--- src/serv_pkg.sv ---
`default_nettype none

package serv_pkg;

   localparam int xlen = 32;

   typedef logic [4:0] reg_addr_t;
   typedef logic [4:0] bit_cnt_t;

   localparam logic [6:0] OPC_OP     = 7'b0110011;
   localparam logic [6:0] OPC_OP_IMM = 7'b0010011;
   localparam logic [6:0] OPC_LUI    = 7'b0110111;
   localparam logic [6:0] OPC_STORE  = 7'b0100011;

   localparam logic [2:0] F3_ADD = 3'b000;
   localparam logic [2:0] F3_XOR = 3'b100;
   localparam logic [2:0] F3_OR  = 3'b110;
   localparam logic [2:0] F3_AND = 3'b111;

   // Instruction word views, MSB first
   typedef struct packed {
      logic [6:0] funct7;
      reg_addr_t  rs2;
      reg_addr_t  rs1;
      logic [2:0] funct3;
      reg_addr_t  rd;
      logic [6:0] opcode;
   } r_fmt_t;

   typedef struct packed {
      logic [11:0] imm12;
      reg_addr_t   rs1;
      logic [2:0]  funct3;
      reg_addr_t   rd;
      logic [6:0]  opcode;
   } i_fmt_t;

   typedef struct packed {
      logic [6:0] imm_hi;
      reg_addr_t  rs2;
      reg_addr_t  rs1;
      logic [2:0] funct3;
      logic [4:0] imm_lo;
      logic [6:0] opcode;
   } s_fmt_t;

   typedef struct packed {
      logic [19:0] imm20;
      reg_addr_t   rd;
      logic [6:0]  opcode;
   } u_fmt_t;

   typedef union packed {
      r_fmt_t rtype;
      i_fmt_t itype;
      s_fmt_t stype;
      u_fmt_t utype;
   } instr_u;

   typedef enum logic [2:0] {
      ALU_ADD,
      ALU_SUB,
      ALU_AND,
      ALU_OR,
      ALU_XOR,
      ALU_PASS_B
   } alu_op_e;

   typedef struct packed {
      alu_op_e   alu_op;
      logic      op_b_imm;
      logic      rd_wen;
      logic      is_store;
      reg_addr_t rs1;
      reg_addr_t rs2;
      reg_addr_t rd;
   } ctrl_t;

   typedef struct packed {
      logic            cyc;
      logic [xlen-1:0] adr;
   } ibus_req_t;

   typedef struct packed {
      logic            cyc;
      logic [xlen-1:0] adr;
      logic [xlen-1:0] dat;
   } dbus_req_t;

   typedef enum logic [1:0] {
      PH_FETCH,
      PH_EXEC,
      PH_STORE
   } phase_e;

endpackage

`default_nettype wire

--- src/serv_alu.sv ---
`timescale 1ns/1ps
`default_nettype none

module serv_alu import serv_pkg::*; (
   input  logic     clk,
   input  ctrl_t    i_ctrl,
   input  phase_e   i_phase,
   input  bit_cnt_t i_cnt,
   input  logic     i_rs1_bit,
   input  logic     i_rs2_bit,
   input  logic     i_imm_bit,
   output logic     o_rd_bit
);

   logic op_b;
   logic sub;
   logic b_add;
   logic carry;
   logic c_in;
   logic sum;
   logic c_out;

   assign op_b  = i_ctrl.op_b_imm ? i_imm_bit : i_rs2_bit;
   assign sub   = (i_ctrl.alu_op == ALU_SUB);

   // Subtract as rs1 + ~b + 1, the +1 comes in on the first carry
   assign b_add = op_b ^ sub;
   assign c_in  = (i_cnt == '0) ? sub : carry;
   assign sum   = i_rs1_bit ^ b_add ^ c_in;
   assign c_out = (i_rs1_bit & b_add) | (c_in & (i_rs1_bit ^ b_add));

   always_ff @(posedge clk) begin
      if (i_phase == PH_EXEC) begin
         carry <= c_out;
      end
   end

   always_comb begin
      case (i_ctrl.alu_op)
         ALU_ADD,
         ALU_SUB:    o_rd_bit = sum;
         ALU_AND:    o_rd_bit = i_rs1_bit & op_b;
         ALU_OR:     o_rd_bit = i_rs1_bit | op_b;
         ALU_XOR:    o_rd_bit = i_rs1_bit ^ op_b;
         ALU_PASS_B: o_rd_bit = op_b;
         default:    o_rd_bit = 1'b0;
      endcase
   end

endmodule

`default_nettype wire

--- src/serv_dbus_if.sv ---
`timescale 1ns/1ps
`default_nettype none

module serv_dbus_if import serv_pkg::*; (
   input  logic      clk,
   input  logic      i_rst_n,
   input  ctrl_t     i_ctrl,
   input  phase_e    i_phase,
   input  logic      i_alu_bit,
   input  logic      i_rs2_bit,
   input  logic      i_dbus_ack,
   output dbus_req_t o_dbus
);

   logic [xlen-1:0] adr_sr;
   logic [xlen-1:0] dat_sr;
   logic            shift_en;
   logic            cyc_q;

   assign shift_en = (i_phase == PH_EXEC) && i_ctrl.is_store;

   // LSB enters first, so the word is aligned after 32 shifts
   always_ff @(posedge clk) begin
      if (shift_en) begin
         adr_sr <= {i_alu_bit, adr_sr[xlen-1:1]};
         dat_sr <= {i_rs2_bit, dat_sr[xlen-1:1]};
      end
   end

   // Armed while the store executes, visible once the phase is STORE
   always_ff @(posedge clk or negedge i_rst_n) begin
      if (!i_rst_n) begin
         cyc_q <= 1'b0;
      end else if (o_dbus.cyc && i_dbus_ack) begin
         cyc_q <= 1'b0;
      end else if (shift_en) begin
         cyc_q <= 1'b1;
      end
   end

   assign o_dbus.cyc = cyc_q && (i_phase == PH_STORE);
   assign o_dbus.adr = adr_sr;
   assign o_dbus.dat = dat_sr;

endmodule

`default_nettype wire

--- src/serv_decode.sv ---
`timescale 1ns/1ps
`default_nettype none

module serv_decode import serv_pkg::*; (
   input  logic     clk,
   input  instr_u   i_instr,
   input  phase_e   i_phase,
   input  bit_cnt_t i_cnt,
   output ctrl_t    o_ctrl,
   output logic     o_imm_bit
);

   alu_op_e         f3_op;
   logic            f3_ok;
   logic [xlen-1:0] imm;
   logic [xlen-1:0] imm_sr;

   // funct3 is in the same place for OP and OP-IMM
   always_comb begin
      f3_ok = 1'b1;
      case (i_instr.rtype.funct3)
         F3_ADD:  f3_op = ALU_ADD;
         F3_XOR:  f3_op = ALU_XOR;
         F3_OR:   f3_op = ALU_OR;
         F3_AND:  f3_op = ALU_AND;
         default: begin
            f3_op = ALU_ADD;
            f3_ok = 1'b0;
         end
      endcase
   end

   always_comb begin
      o_ctrl        = '0;
      o_ctrl.alu_op = ALU_ADD;
      imm = {{20{i_instr.itype.imm12[11]}}, i_instr.itype.imm12};
      case (i_instr.rtype.opcode)
         OPC_OP: begin
            if (f3_op == ALU_ADD && i_instr.rtype.funct7[5]) begin
               o_ctrl.alu_op = ALU_SUB;
            end else begin
               o_ctrl.alu_op = f3_op;
            end
            o_ctrl.rs1    = i_instr.rtype.rs1;
            o_ctrl.rs2    = i_instr.rtype.rs2;
            o_ctrl.rd     = i_instr.rtype.rd;
            o_ctrl.rd_wen = f3_ok && (i_instr.rtype.rd != '0);
         end
         OPC_OP_IMM: begin
            o_ctrl.alu_op   = f3_op;
            o_ctrl.op_b_imm = 1'b1;
            o_ctrl.rs1      = i_instr.itype.rs1;
            o_ctrl.rd       = i_instr.itype.rd;
            o_ctrl.rd_wen   = f3_ok && (i_instr.itype.rd != '0);
         end
         OPC_LUI: begin
            o_ctrl.alu_op   = ALU_PASS_B;
            o_ctrl.op_b_imm = 1'b1;
            o_ctrl.rd       = i_instr.utype.rd;
            o_ctrl.rd_wen   = (i_instr.utype.rd != '0);
            imm = {i_instr.utype.imm20, 12'b0};
         end
         OPC_STORE: begin
            // Address is rs1 plus offset, rs2 goes out as data
            o_ctrl.op_b_imm = 1'b1;
            o_ctrl.is_store = 1'b1;
            o_ctrl.rs1      = i_instr.stype.rs1;
            o_ctrl.rs2      = i_instr.stype.rs2;
            imm = {{20{i_instr.stype.imm_hi[6]}}, i_instr.stype.imm_hi,
                   i_instr.stype.imm_lo};
         end
         default: ;
      endcase
   end

   // The word lands with the ack, so bit 0 comes straight from the decoder
   always_ff @(posedge clk) begin
      if (i_phase == PH_EXEC && i_cnt == 5'd0) begin
         imm_sr <= {1'b0, imm[xlen-1:1]};
      end else if (i_phase == PH_EXEC) begin
         imm_sr <= {1'b0, imm_sr[xlen-1:1]};
      end
   end

   assign o_imm_bit = (i_cnt == 5'd0) ? imm[0] : imm_sr[0];

endmodule

`default_nettype wire

--- src/serv_fetch.sv ---
`timescale 1ns/1ps
`default_nettype none

module serv_fetch import serv_pkg::*; #(
   parameter logic [xlen-1:0] RESET_PC = '0
) (
   input  logic            clk,
   input  logic            i_rst_n,
   input  phase_e          i_phase,
   input  logic            i_ibus_ack,
   input  logic [xlen-1:0] i_ibus_rdt,
   output ibus_req_t       o_ibus,
   output instr_u          o_instr
);

   logic [xlen-1:0] pc;
   instr_u          instr_q;
   logic            fetch_ack;

   // Ack only counts while a fetch is outstanding
   assign fetch_ack = (i_phase == PH_FETCH) && i_ibus_ack;

   always_ff @(posedge clk or negedge i_rst_n) begin
      if (!i_rst_n) begin
         pc <= RESET_PC;
      end else if (fetch_ack) begin
         pc <= pc + 32'd4;
      end
   end

   always_ff @(posedge clk) begin
      if (fetch_ack) begin
         instr_q <= i_ibus_rdt;
      end
   end

   assign o_ibus.cyc = (i_phase == PH_FETCH);
   assign o_ibus.adr = pc;
   assign o_instr    = instr_q;

endmodule

`default_nettype wire

--- src/serv_rf.sv ---
`timescale 1ns/1ps
`default_nettype none

module serv_rf import serv_pkg::*; (
   input  logic     clk,
   input  ctrl_t    i_ctrl,
   input  phase_e   i_phase,
   input  bit_cnt_t i_cnt,
   input  logic     i_rd_bit,
   output logic     o_rs1_bit,
   output logic     o_rs2_bit
);

   logic [xlen-1:0] regs [32];
   logic            wr_en;

   assign wr_en = (i_phase == PH_EXEC) && i_ctrl.rd_wen;

   // Old bit is read before the edge writes the new one
   always_ff @(posedge clk) begin
      if (wr_en) begin
         regs[i_ctrl.rd][i_cnt] <= i_rd_bit;
      end
   end

   // x0 is never written and reads as zero
   assign o_rs1_bit = (i_ctrl.rs1 != '0) && regs[i_ctrl.rs1][i_cnt];
   assign o_rs2_bit = (i_ctrl.rs2 != '0) && regs[i_ctrl.rs2][i_cnt];

endmodule

`default_nettype wire

--- src/serv_state.sv ---
`timescale 1ns/1ps
`default_nettype none

module serv_state import serv_pkg::*; (
   input  logic     clk,
   input  logic     i_rst_n,
   input  logic     i_ibus_ack,
   input  logic     i_dbus_ack,
   input  logic     i_is_store,
   output phase_e   o_phase,
   output bit_cnt_t o_cnt,
   output logic     o_cnt_done
);

   phase_e   phase;
   bit_cnt_t cnt;
   logic     cnt_done;

   assign cnt_done = (phase == PH_EXEC) && (cnt == 5'd31);

   always_ff @(posedge clk or negedge i_rst_n) begin
      if (!i_rst_n) begin
         phase <= PH_FETCH;
         cnt   <= '0;
      end else begin
         case (phase)
            PH_FETCH: begin
               if (i_ibus_ack) begin
                  phase <= PH_EXEC;
               end
            end
            PH_EXEC: begin
               // Wraps back to zero after bit 31
               cnt <= cnt + 5'd1;
               if (cnt_done) begin
                  phase <= i_is_store ? PH_STORE : PH_FETCH;
               end
            end
            PH_STORE: begin
               if (i_dbus_ack) begin
                  phase <= PH_FETCH;
               end
            end
            default: phase <= PH_FETCH;
         endcase
      end
   end

   assign o_phase    = phase;
   assign o_cnt      = cnt;
   assign o_cnt_done = cnt_done;

endmodule

`default_nettype wire

--- src/serv_top.sv ---
`timescale 1ns/1ps
`default_nettype none

module serv_top import serv_pkg::*; #(
   parameter logic [xlen-1:0] RESET_PC = '0
) (
   input  logic            clk,
   input  logic            i_rst_n,
   output ibus_req_t       o_ibus,
   input  logic            i_ibus_ack,
   input  logic [xlen-1:0] i_ibus_rdt,
   output dbus_req_t       o_dbus,
   input  logic            i_dbus_ack
);

   phase_e   phase;
   bit_cnt_t cnt;
   instr_u   instr;
   ctrl_t    ctrl;
   logic     imm_bit;
   logic     rs1_bit;
   logic     rs2_bit;
   logic     rd_bit;

   serv_fetch #(
      .RESET_PC (RESET_PC)
   ) fetch (
      .clk        (clk),
      .i_rst_n    (i_rst_n),
      .i_phase    (phase),
      .i_ibus_ack (i_ibus_ack),
      .i_ibus_rdt (i_ibus_rdt),
      .o_ibus     (o_ibus),
      .o_instr    (instr)
   );

   serv_state state (
      .clk        (clk),
      .i_rst_n    (i_rst_n),
      .i_ibus_ack (i_ibus_ack),
      .i_dbus_ack (i_dbus_ack),
      .i_is_store (ctrl.is_store),
      .o_phase    (phase),
      .o_cnt      (cnt),
      .o_cnt_done ()
   );

   serv_decode decode (
      .clk       (clk),
      .i_instr   (instr),
      .i_phase   (phase),
      .i_cnt     (cnt),
      .o_ctrl    (ctrl),
      .o_imm_bit (imm_bit)
   );

   serv_rf rf (
      .clk       (clk),
      .i_ctrl    (ctrl),
      .i_phase   (phase),
      .i_cnt     (cnt),
      .i_rd_bit  (rd_bit),
      .o_rs1_bit (rs1_bit),
      .o_rs2_bit (rs2_bit)
   );

   serv_alu alu (
      .clk       (clk),
      .i_ctrl    (ctrl),
      .i_phase   (phase),
      .i_cnt     (cnt),
      .i_rs1_bit (rs1_bit),
      .i_rs2_bit (rs2_bit),
      .i_imm_bit (imm_bit),
      .o_rd_bit  (rd_bit)
   );

   serv_dbus_if dbus_if (
      .clk        (clk),
      .i_rst_n    (i_rst_n),
      .i_ctrl     (ctrl),
      .i_phase    (phase),
      .i_alu_bit  (rd_bit),
      .i_rs2_bit  (rs2_bit),
      .i_dbus_ack (i_dbus_ack),
      .o_dbus     (o_dbus)
   );

endmodule

`default_nettype wire

--- config.mk ---
export PLATFORM = sky130hd
export DESIGN_NAME = serv_top
export DESIGN_NICKNAME = d
export VERILOG_FILES = /design/src/serv_pkg.sv /design/src/serv_alu.sv /design/src/serv_dbus_if.sv /design/src/serv_decode.sv /design/src/serv_fetch.sv /design/src/serv_rf.sv /design/src/serv_state.sv /design/src/serv_top.sv
export SDC_FILE = /design/constraint.sdc
export NUM_CORES = 2
export LEC_CHECK = 0
export ABC_AREA = 1
export ABC_CLOCK_PERIOD_IN_PS = 26800
export BUFFER_PORTS_ARGS = -buffer_cell sky130_fd_sc_hd__buf_2
export CAP_MARGIN = 20
export CELL_PAD_IN_SITES_DETAIL_PLACEMENT = 1
export CELL_PAD_IN_SITES_GLOBAL_PLACEMENT = 2
export CORE_MARGIN = 1.5
export CORE_UTILIZATION = 40
export CTS_CLUSTER_DIAMETER = 30
export DETAILED_ROUTE_END_ITERATION = 7
export HOLD_SLACK_MARGIN = 0.06
export PLACE_DENSITY = 0.77
export SETUP_SLACK_MARGIN = 0.15
export SLEW_MARGIN = 20
export SYNTH_ARGS = -nofsm -noshare
export SYNTH_HDL_FRONTEND = slang
export SYNTH_SLANG_ARGS = --single-unit
--- constraint.sdc ---
create_clock -name clk -period 26.8 [get_ports clk]
set_input_delay 8.04 -clock clk [delete_from_list [all_inputs] [get_ports clk]]
set_output_delay 8.04 -clock clk [all_outputs]
set_load 0.005 [all_outputs]
[After elaboration in Yosys (flattened, before gate mapping)]
Memory sizes are Yosys's and may differ from the RTL's.
Index checks and enable logic that the tools add are counted.
W data, S select, Z words.
Word-level totals
  bits in writable memories: 1024
  output and inout port bits: 98
  logic and storage cells: 103
  bits in registers: 168
  memories kept: 1
  input port bits: 36
Cells by class
  reductions and logical operators: 30
  mux-type cells: 32
  equality and inequality tests: 18
  $lt $le $gt $ge: 2
  bitwise operators: 9
  add/sub/neg operators: 2
Memories
  rf.regs: words 32, bits a word 32, rd ports 2, clocked after memory_dff 0, wr ports 1, RTL line serv_rf.sv:14  | logic [xlen-1:0] regs [32];
Operators with widths (number)
  $mux W31: 2
  $pmux W31 S2: 1
  $add A32 B3 Y32 const B: 1
  $mux W32: 1
  $eq A7 B6 Y1 const B: 3
  $pmux W3 S3: 2
  $eq A3 B3 Y1 const B: 5
  $mux W5: 3
  $reduce_bool A5 Y1: 3
  $logic_and A1 B1 Y1: 12
  $mux W1: 12
  $bmux W1 S5: 2
  $logic_not A3 Y1: 3
  $reduce_or A3 Y1: 3
  $mux W2: 4
  $eq A7 B5 Y1 const B: 1
  $eq A3 B2 Y1 const B: 2
  $lt A5 B6 Y1 const B: 1
  $pmux W2 S3: 1
  $reduce_or A2 Y1: 3
  $add A5 B1 Y5 const B: 1
  $demux W1 S5: 1
  $eq A5 B5 Y1 const B: 1
  $ge A5 B1 Y1 const B: 1
  other kinds (16): 24

[Longest topological paths before layout]
An unclocked memory read counts as a cell.
  depth in word-level cells: 12
  depth in mapped cells: 28
  mapped depth without buffers: 27

[By module]
Synthesis repeated with hierarchy kept, for this count alone.
Second synthesis, totals
  cell total of the unflattened synthesis: 7764
  area total of the unflattened synthesis: 63923.8 µm²
By module, submodules not included
  serv_rf: seq. area each 30749.5 µm², times used 1, area an instance 56844.5 µm², cells each 7141
  serv_fetch: seq. area each 1711.6 µm², times used 1, area an instance 2676.3 µm², cells each 240
  serv_dbus_if: seq. area each 1946.9 µm², times used 1, area an instance 1989.4 µm², cells each 75
  serv_decode: seq. area each 930.9 µm², times used 1, area an instance 1838.0 µm², cells each 233
  serv_state: seq. area each 175.2 µm², times used 1, area an instance 364.1 µm², cells each 41
  serv_alu: seq. area each 30.0 µm², times used 1, area an instance 211.5 µm², cells each 34

[Worst setup path before layout]
No wires, ideal clock.
  kind: reg-to-reg
  from: reg fetch.instr_q, in the netlist fetch.o_instr[3]
  to: reg dbus_if.adr_sr[31], data pin
  clock period less this slack: 20412 ps
  data required time: 21609 ps
  library setup time: 5191 ps
  buffers on the path: 3
  arrival: 15221 ps
  cell stages (with the launch flop): 22
  path slack: 6388 ps
  path through: edfxtp_1 -> nor2_1 -> nand2_1 -> inv_1 -> nand2_1 -> nand2_1 -> nand2_1 -> inv_2 -> buf_2 -> buf_2 -> buf_1 -> nand3_1 -> nand3_1 -> nand3_1 -> nand3_1 -> nand3_1 -> nand3_1 -> nand2_1 -> nor3_1 -> fa_1 -> nand2_1 -> nand3_1
On the way
  longest elaborated chain between the ends: 12
  elaborated cells between the ends (all ways): 38
  those cells by class: eq/ne: 9; mux: 13; bitwise: 6; reduce/logical: 9; memory: 1
RTL lines
  start: declaration: RTL line serv_fetch.sv:17  | instr_u instr_q;
  start signal: assignment: RTL line serv_fetch.sv:33  | instr_q <= i_ibus_rdt;
  $eq A7 B6 Y1: RTL line serv_decode.sv:37  | case (i_instr.rtype.opcode)
  $reduce_or A2 Y1 (no source line)
  $mux W5: RTL line serv_decode.sv:37
  $mem_v2 Z32 W32
  $bmux W1 S5: RTL line serv_rf.sv:28  | assign o_rs2_bit = (i_ctrl.rs2 != '0) && regs[i_ctrl.rs2][i_cnt];
  $mux W1 (implied by the code): RTL line serv_rf.sv:28
  $logic_and A1 B1 Y1: RTL line serv_rf.sv:28
  $mux W1: RTL line serv_alu.sv:23  | assign op_b = i_ctrl.op_b_imm ? i_imm_bit : i_rs2_bit;
  $xor A1 B1 Y1: RTL line serv_alu.sv:27  | assign b_add = op_b ^ sub;
  $xor A1 B1 Y1 (2 in a row): RTL line serv_alu.sv:29  | assign sum = i_rs1_bit ^ b_add ^ c_in;
  $pmux W1 S5 *: RTL line serv_alu.sv:39  | case (i_ctrl.alu_op)
  named net alu.o_rd_bit: RTL line serv_alu.sv:12  | output logic o_rd_bit
  end signal: assignment: RTL line serv_dbus_if.sv:25  | adr_sr <= {i_alu_bit, adr_sr[xlen-1:1]};
  end: declaration: RTL line serv_dbus_if.sv:15  | logic [xlen-1:0] adr_sr;
The timed path passes the listed nets; every way through them passes the cells marked *. The select of a mux whose other input is x is not followed.
A chain may end at the register's enable or synchronous reset.

[Final worst setup path]
  from: reg fetch.instr_q, in the netlist fetch.o_instr[3]
  to: mem rf.regs[14][13], data pin
On the way
  longest elaborated chain between the ends: 12
  elaborated cells between the ends (all ways): 38
  those cells by class: eq/ne: 9; mux: 13; bitwise: 6; reduce/logical: 9; memory: 1
RTL lines (RTL line)
  $eq A7 B6 Y1: serv_decode.sv:37
  $reduce_or A2 Y1 (no source line)
  $mux W5: serv_decode.sv:37
  $mem_v2 Z32 W32
  $bmux W1 S5: serv_rf.sv:28
  $mux W1 (implied by the code): serv_rf.sv:28
  $logic_and A1 B1 Y1: serv_rf.sv:28
  $mux W1: serv_alu.sv:23
  $xor A1 B1 Y1: serv_alu.sv:27
  $xor A1 B1 Y1 (2 in a row): serv_alu.sv:29
  $pmux W1 S5 *: serv_alu.sv:39
  named net alu.o_rd_bit: serv_alu.sv:12
  end: declaration: serv_rf.sv:14
Marks and branches as above.

==> results.py <==
metrics = {
    "worst_hold_path": {
        "hold_path.class": "flip-flop to flip-flop",
    },
    "power_and_ir_drop": {
        "p_per_area_nw_per_um2": 93.15,
        "ir_drop_uv": 68.18,
        "power_leakage_nw": 28.20,
    },
    "floorplanning": {
        "dieHeight_um": 398.8,
        "die_w_um": 398.8,
        "rows": 145,
        "start_util_pct": 40.20,
        "core_um2": 155800,
        "io_pins": 134,
        "fp.dieArea_um2": 159000,
    },
    "detailed_routing": {
        "drt-initial-drc-count": 6509,
        "wirelength_um": 278800,
        "drc": 0,
        "wl_per_cell_um": 29.01,
        "drtAntennaViolNets": 0,
        "vias_per_cell": 6.113,
        "dr.pass1.iters": 5,
        "vias": 58740,
    },
    "cts": {
        "postCtsSetupBuffers": 0,
        "clockBufferDepth": 4,
        "htree_levels": 5,
        "cts_root_buf": "clkbuf_16",
        "hold_buffers": 0,
        "cts.sinks": 1190,
        "cts_buffers": 353,
        "tritoncts": "built",
        "clk_latency_ns": 0.93,
        "cts.clk_slew.worst_paths_ns": 0.05,
        "post_cts_resized": 0,
    },
    "timing": {
        "finalHoldViolCount": 0,
        "worstMarginPinSlew_ns": 1.245,
        "setup_violations": 0,
        "tns_ns": 0,
        "fmax_mhz": 87.67,
        "rsz0062_at_grt": "false",
        "holdWs_ns": 0.4400,
        "post-route-period-util_pct": 42.56,
        "slew_violations": 0,
        "finalWorstPathRequiredPeriod_ns": 11.41,
        "clock_skew_ns": 0.04336,
        "relSlewSlack_pct": 16.94,
    },
    "logic_synthesis": {
        "netlist_area_um2": 62650,
        "synth.top_cell.area_share_pct": 55.21,
        "synth_area_per_cell_um2": 8.580,
        "synth_ff_type": "edfxtp_1",
        "synth_area_leaders": "edfxtp_1, nand3_1, nand2_1",
        "synth_top_area_cell": "edfxtp_1",
        "ys_warn_count": 0,
        "synth-seq-area-share_pct": 56.73,
        "synth.distinct_cells": 50,
        "synth-edff-count": 1152,
        "synth-seq-cells": 1190,
        "synth_cells": 7302,
        "async_reset_ff_share_pct": 3.193,
    },
    "critical_path": {
        "cp-end-kind": "flip-flop",
        "critPathMaxStageDelay_ns": 0.89,
        "critPathKind": "flip-flop to flip-flop",
        "crit_required_ns": 27.39,
        "cp.arrival_ns": 12.00,
        "crit_fanout": 106,
        "start_kind": "flip-flop",
        "crit_slowest_cell": "buf_4",
        "crit_top_cell": "nand2_1",
    },
    "layout": {
        "fillers": 17660,
        "mostFrequentLayoutCell": "nand3_1",
        "insertedDiodeCount": 0,
        "layout.nets": 7320,
        "synthToLayoutAreaGrowth_pct": 21.05,
        "layout_common_cells": "nand3_1, nand2_1, nor2_1",
        "drive_gt1_share_pct": 11.50,
    },
    "global_route": {
        "busiest_layer": "met2",
        "grt_pass1_vias": 59820,
        "grt_first_pass_wirelength_um": 403500,
        "grt_antenna_before_repair": 12,
        "gr-usage-met1_pct": 45.91,
        "grt_use_total_pct": 34.56,
        "grtUsageMet2_pct": 55.27,
        "overflow": 0,
        "grt_max_degree": 160,
        "grt.met3_usage_pct": 5.922,
    },
    "placement": {
        "gp_congestion": 0.8088,
        "dpl.hpwl_um": 134600,
        "io_buffers": 131,
    },
    "status": {
        "status": "finished clean",
    },
    "run": {
        "drv_cap": 0,
    },
}
[stage by stage]
stage | total power, mW | setup WS (ns) | util [%] | cells | instance area, µm²
CTS | 7.078 | 15.67 | 48.61 | 9606 | 75750
global route | 7.245 | 14.84 | 48.67 | 9608 | 75840
detailed placement | 3.122 | 15.63 | 41.43 | 8976 | 64570
global placement | 3.109 | 15.66 | 41.41 | 8974 | 64530
finish | 7.064 | 15.39 | 48.67 | 9608 | 75840
floorplan | 3.226 | 6.388 | - | 7335 | 62780
[final timing paths]
| kind | from | to | depth (start not counted) | slack (ns) |
|---|---|---|---|---|
| hold / removal | dbus_if.adr_sr[27]$_DFFE_PP_ | dbus_if.adr_sr[26]$_DFFE_PP_ | 0 | 0.44 |
| min in group asynchronous | i_rst_n | state.o_phase[1]$_DFFE_PN0P_ | 2 | 7.22 |
| max in group asynchronous | i_rst_n | state.o_cnt[0]$_DFFE_PN0P_ | 2 | 19.04 |
| setup reg to reg | fetch.o_instr[3]$_DFFE_PP_ | rf.regs[14][13]$_DFFE_PP_ | 29 | 15.39 |
| setup / recovery | fetch.o_instr[3]$_DFFE_PP_ | rf.regs[14][13]$_DFFE_PP_ | 29 | 15.39 |
| hold reg to reg | dbus_if.adr_sr[27]$_DFFE_PP_ | dbus_if.adr_sr[26]$_DFFE_PP_ | 0 | 0.44 |
[cells in the mapped netlist, drive strengths merged (9+ instances only)]
cell type,number
nor2,1193
dfrtp,38
a21oi,110
xor2,23
nor3,15
buf,321
nand4,9
o211ai,131
inv,158
xnor2,9
clkbuf,349
o22ai,54
o21ai,193
nand2,1665
edfxtp,1152
nand3,1829
[metal layers]
metal / vias up / wire [µm]
met5: - / 15
met4: 2 / 12200
met3: 720 / 24130
met2: 2862 / 128500
met1: 30010 / 113900
li1: 25150 / -
[critical path: cells and delay by family, from the launching register on]
| family | cells | cell delay [ns] |
|---|---|---|
| buf+inv | 7 | 5.60 |
| simple gates | 19 | 3.32 |
| compound gates | 2 | 0.72 |
| fa+ha+maj | 1 | 0.51 |
| flops | 1 | 0.43 |
[report_power, final]
part	total, mW	switching [mW]	internal, mW
registers	2.40	0.0378	2.36
clock network	3.94	1.21	2.73
logic	0.727	0.592	0.134
total	7.06	1.84	5.23
[cell families after synthesis]
logic type / synth area share [%]
other: 0.005985
DFF: 56.73
adders and majority gates: 0.1917
AOI/OAI and AO/OA: 4.963
and+or+nand+nor: 32.14
buffers and inverters: 5.520
xor gates and xnor gates: 0.4473
[area by class of cell]
| type | instances | area [µm²] | share of cell area, % |
|---|---|---|---|
| clock buffers | 414 | 9156 | 12.07 |
| clock inverters | 216 | 2028 | 2.674 |
| inverters | 159 | 646.9 | 0.8529 |
| multi-input cells | 5316 | 24100 | 31.77 |
| flip-flops and latches | 1190 | 35550 | 46.87 |
| well taps | 2058 | 2575 | 3.395 |
| repair buffers | 255 | 1793 | 2.364 |
[sequential cells by signal, indices dropped and copies added (netlist names)]
signal / flops
state.o_cnt: 5
fetch.o_instr: 32
dbus_if.cyc_q: 1
dbus_if.adr_sr: 32
alu.carry: 1
rf.regs: 1024
decode.imm_sr: 31
dbus_if.dat_sr: 32
state.o_phase: 2
fetch.pc: 30
Note: power is estimated with default switching activity, not from simulation.
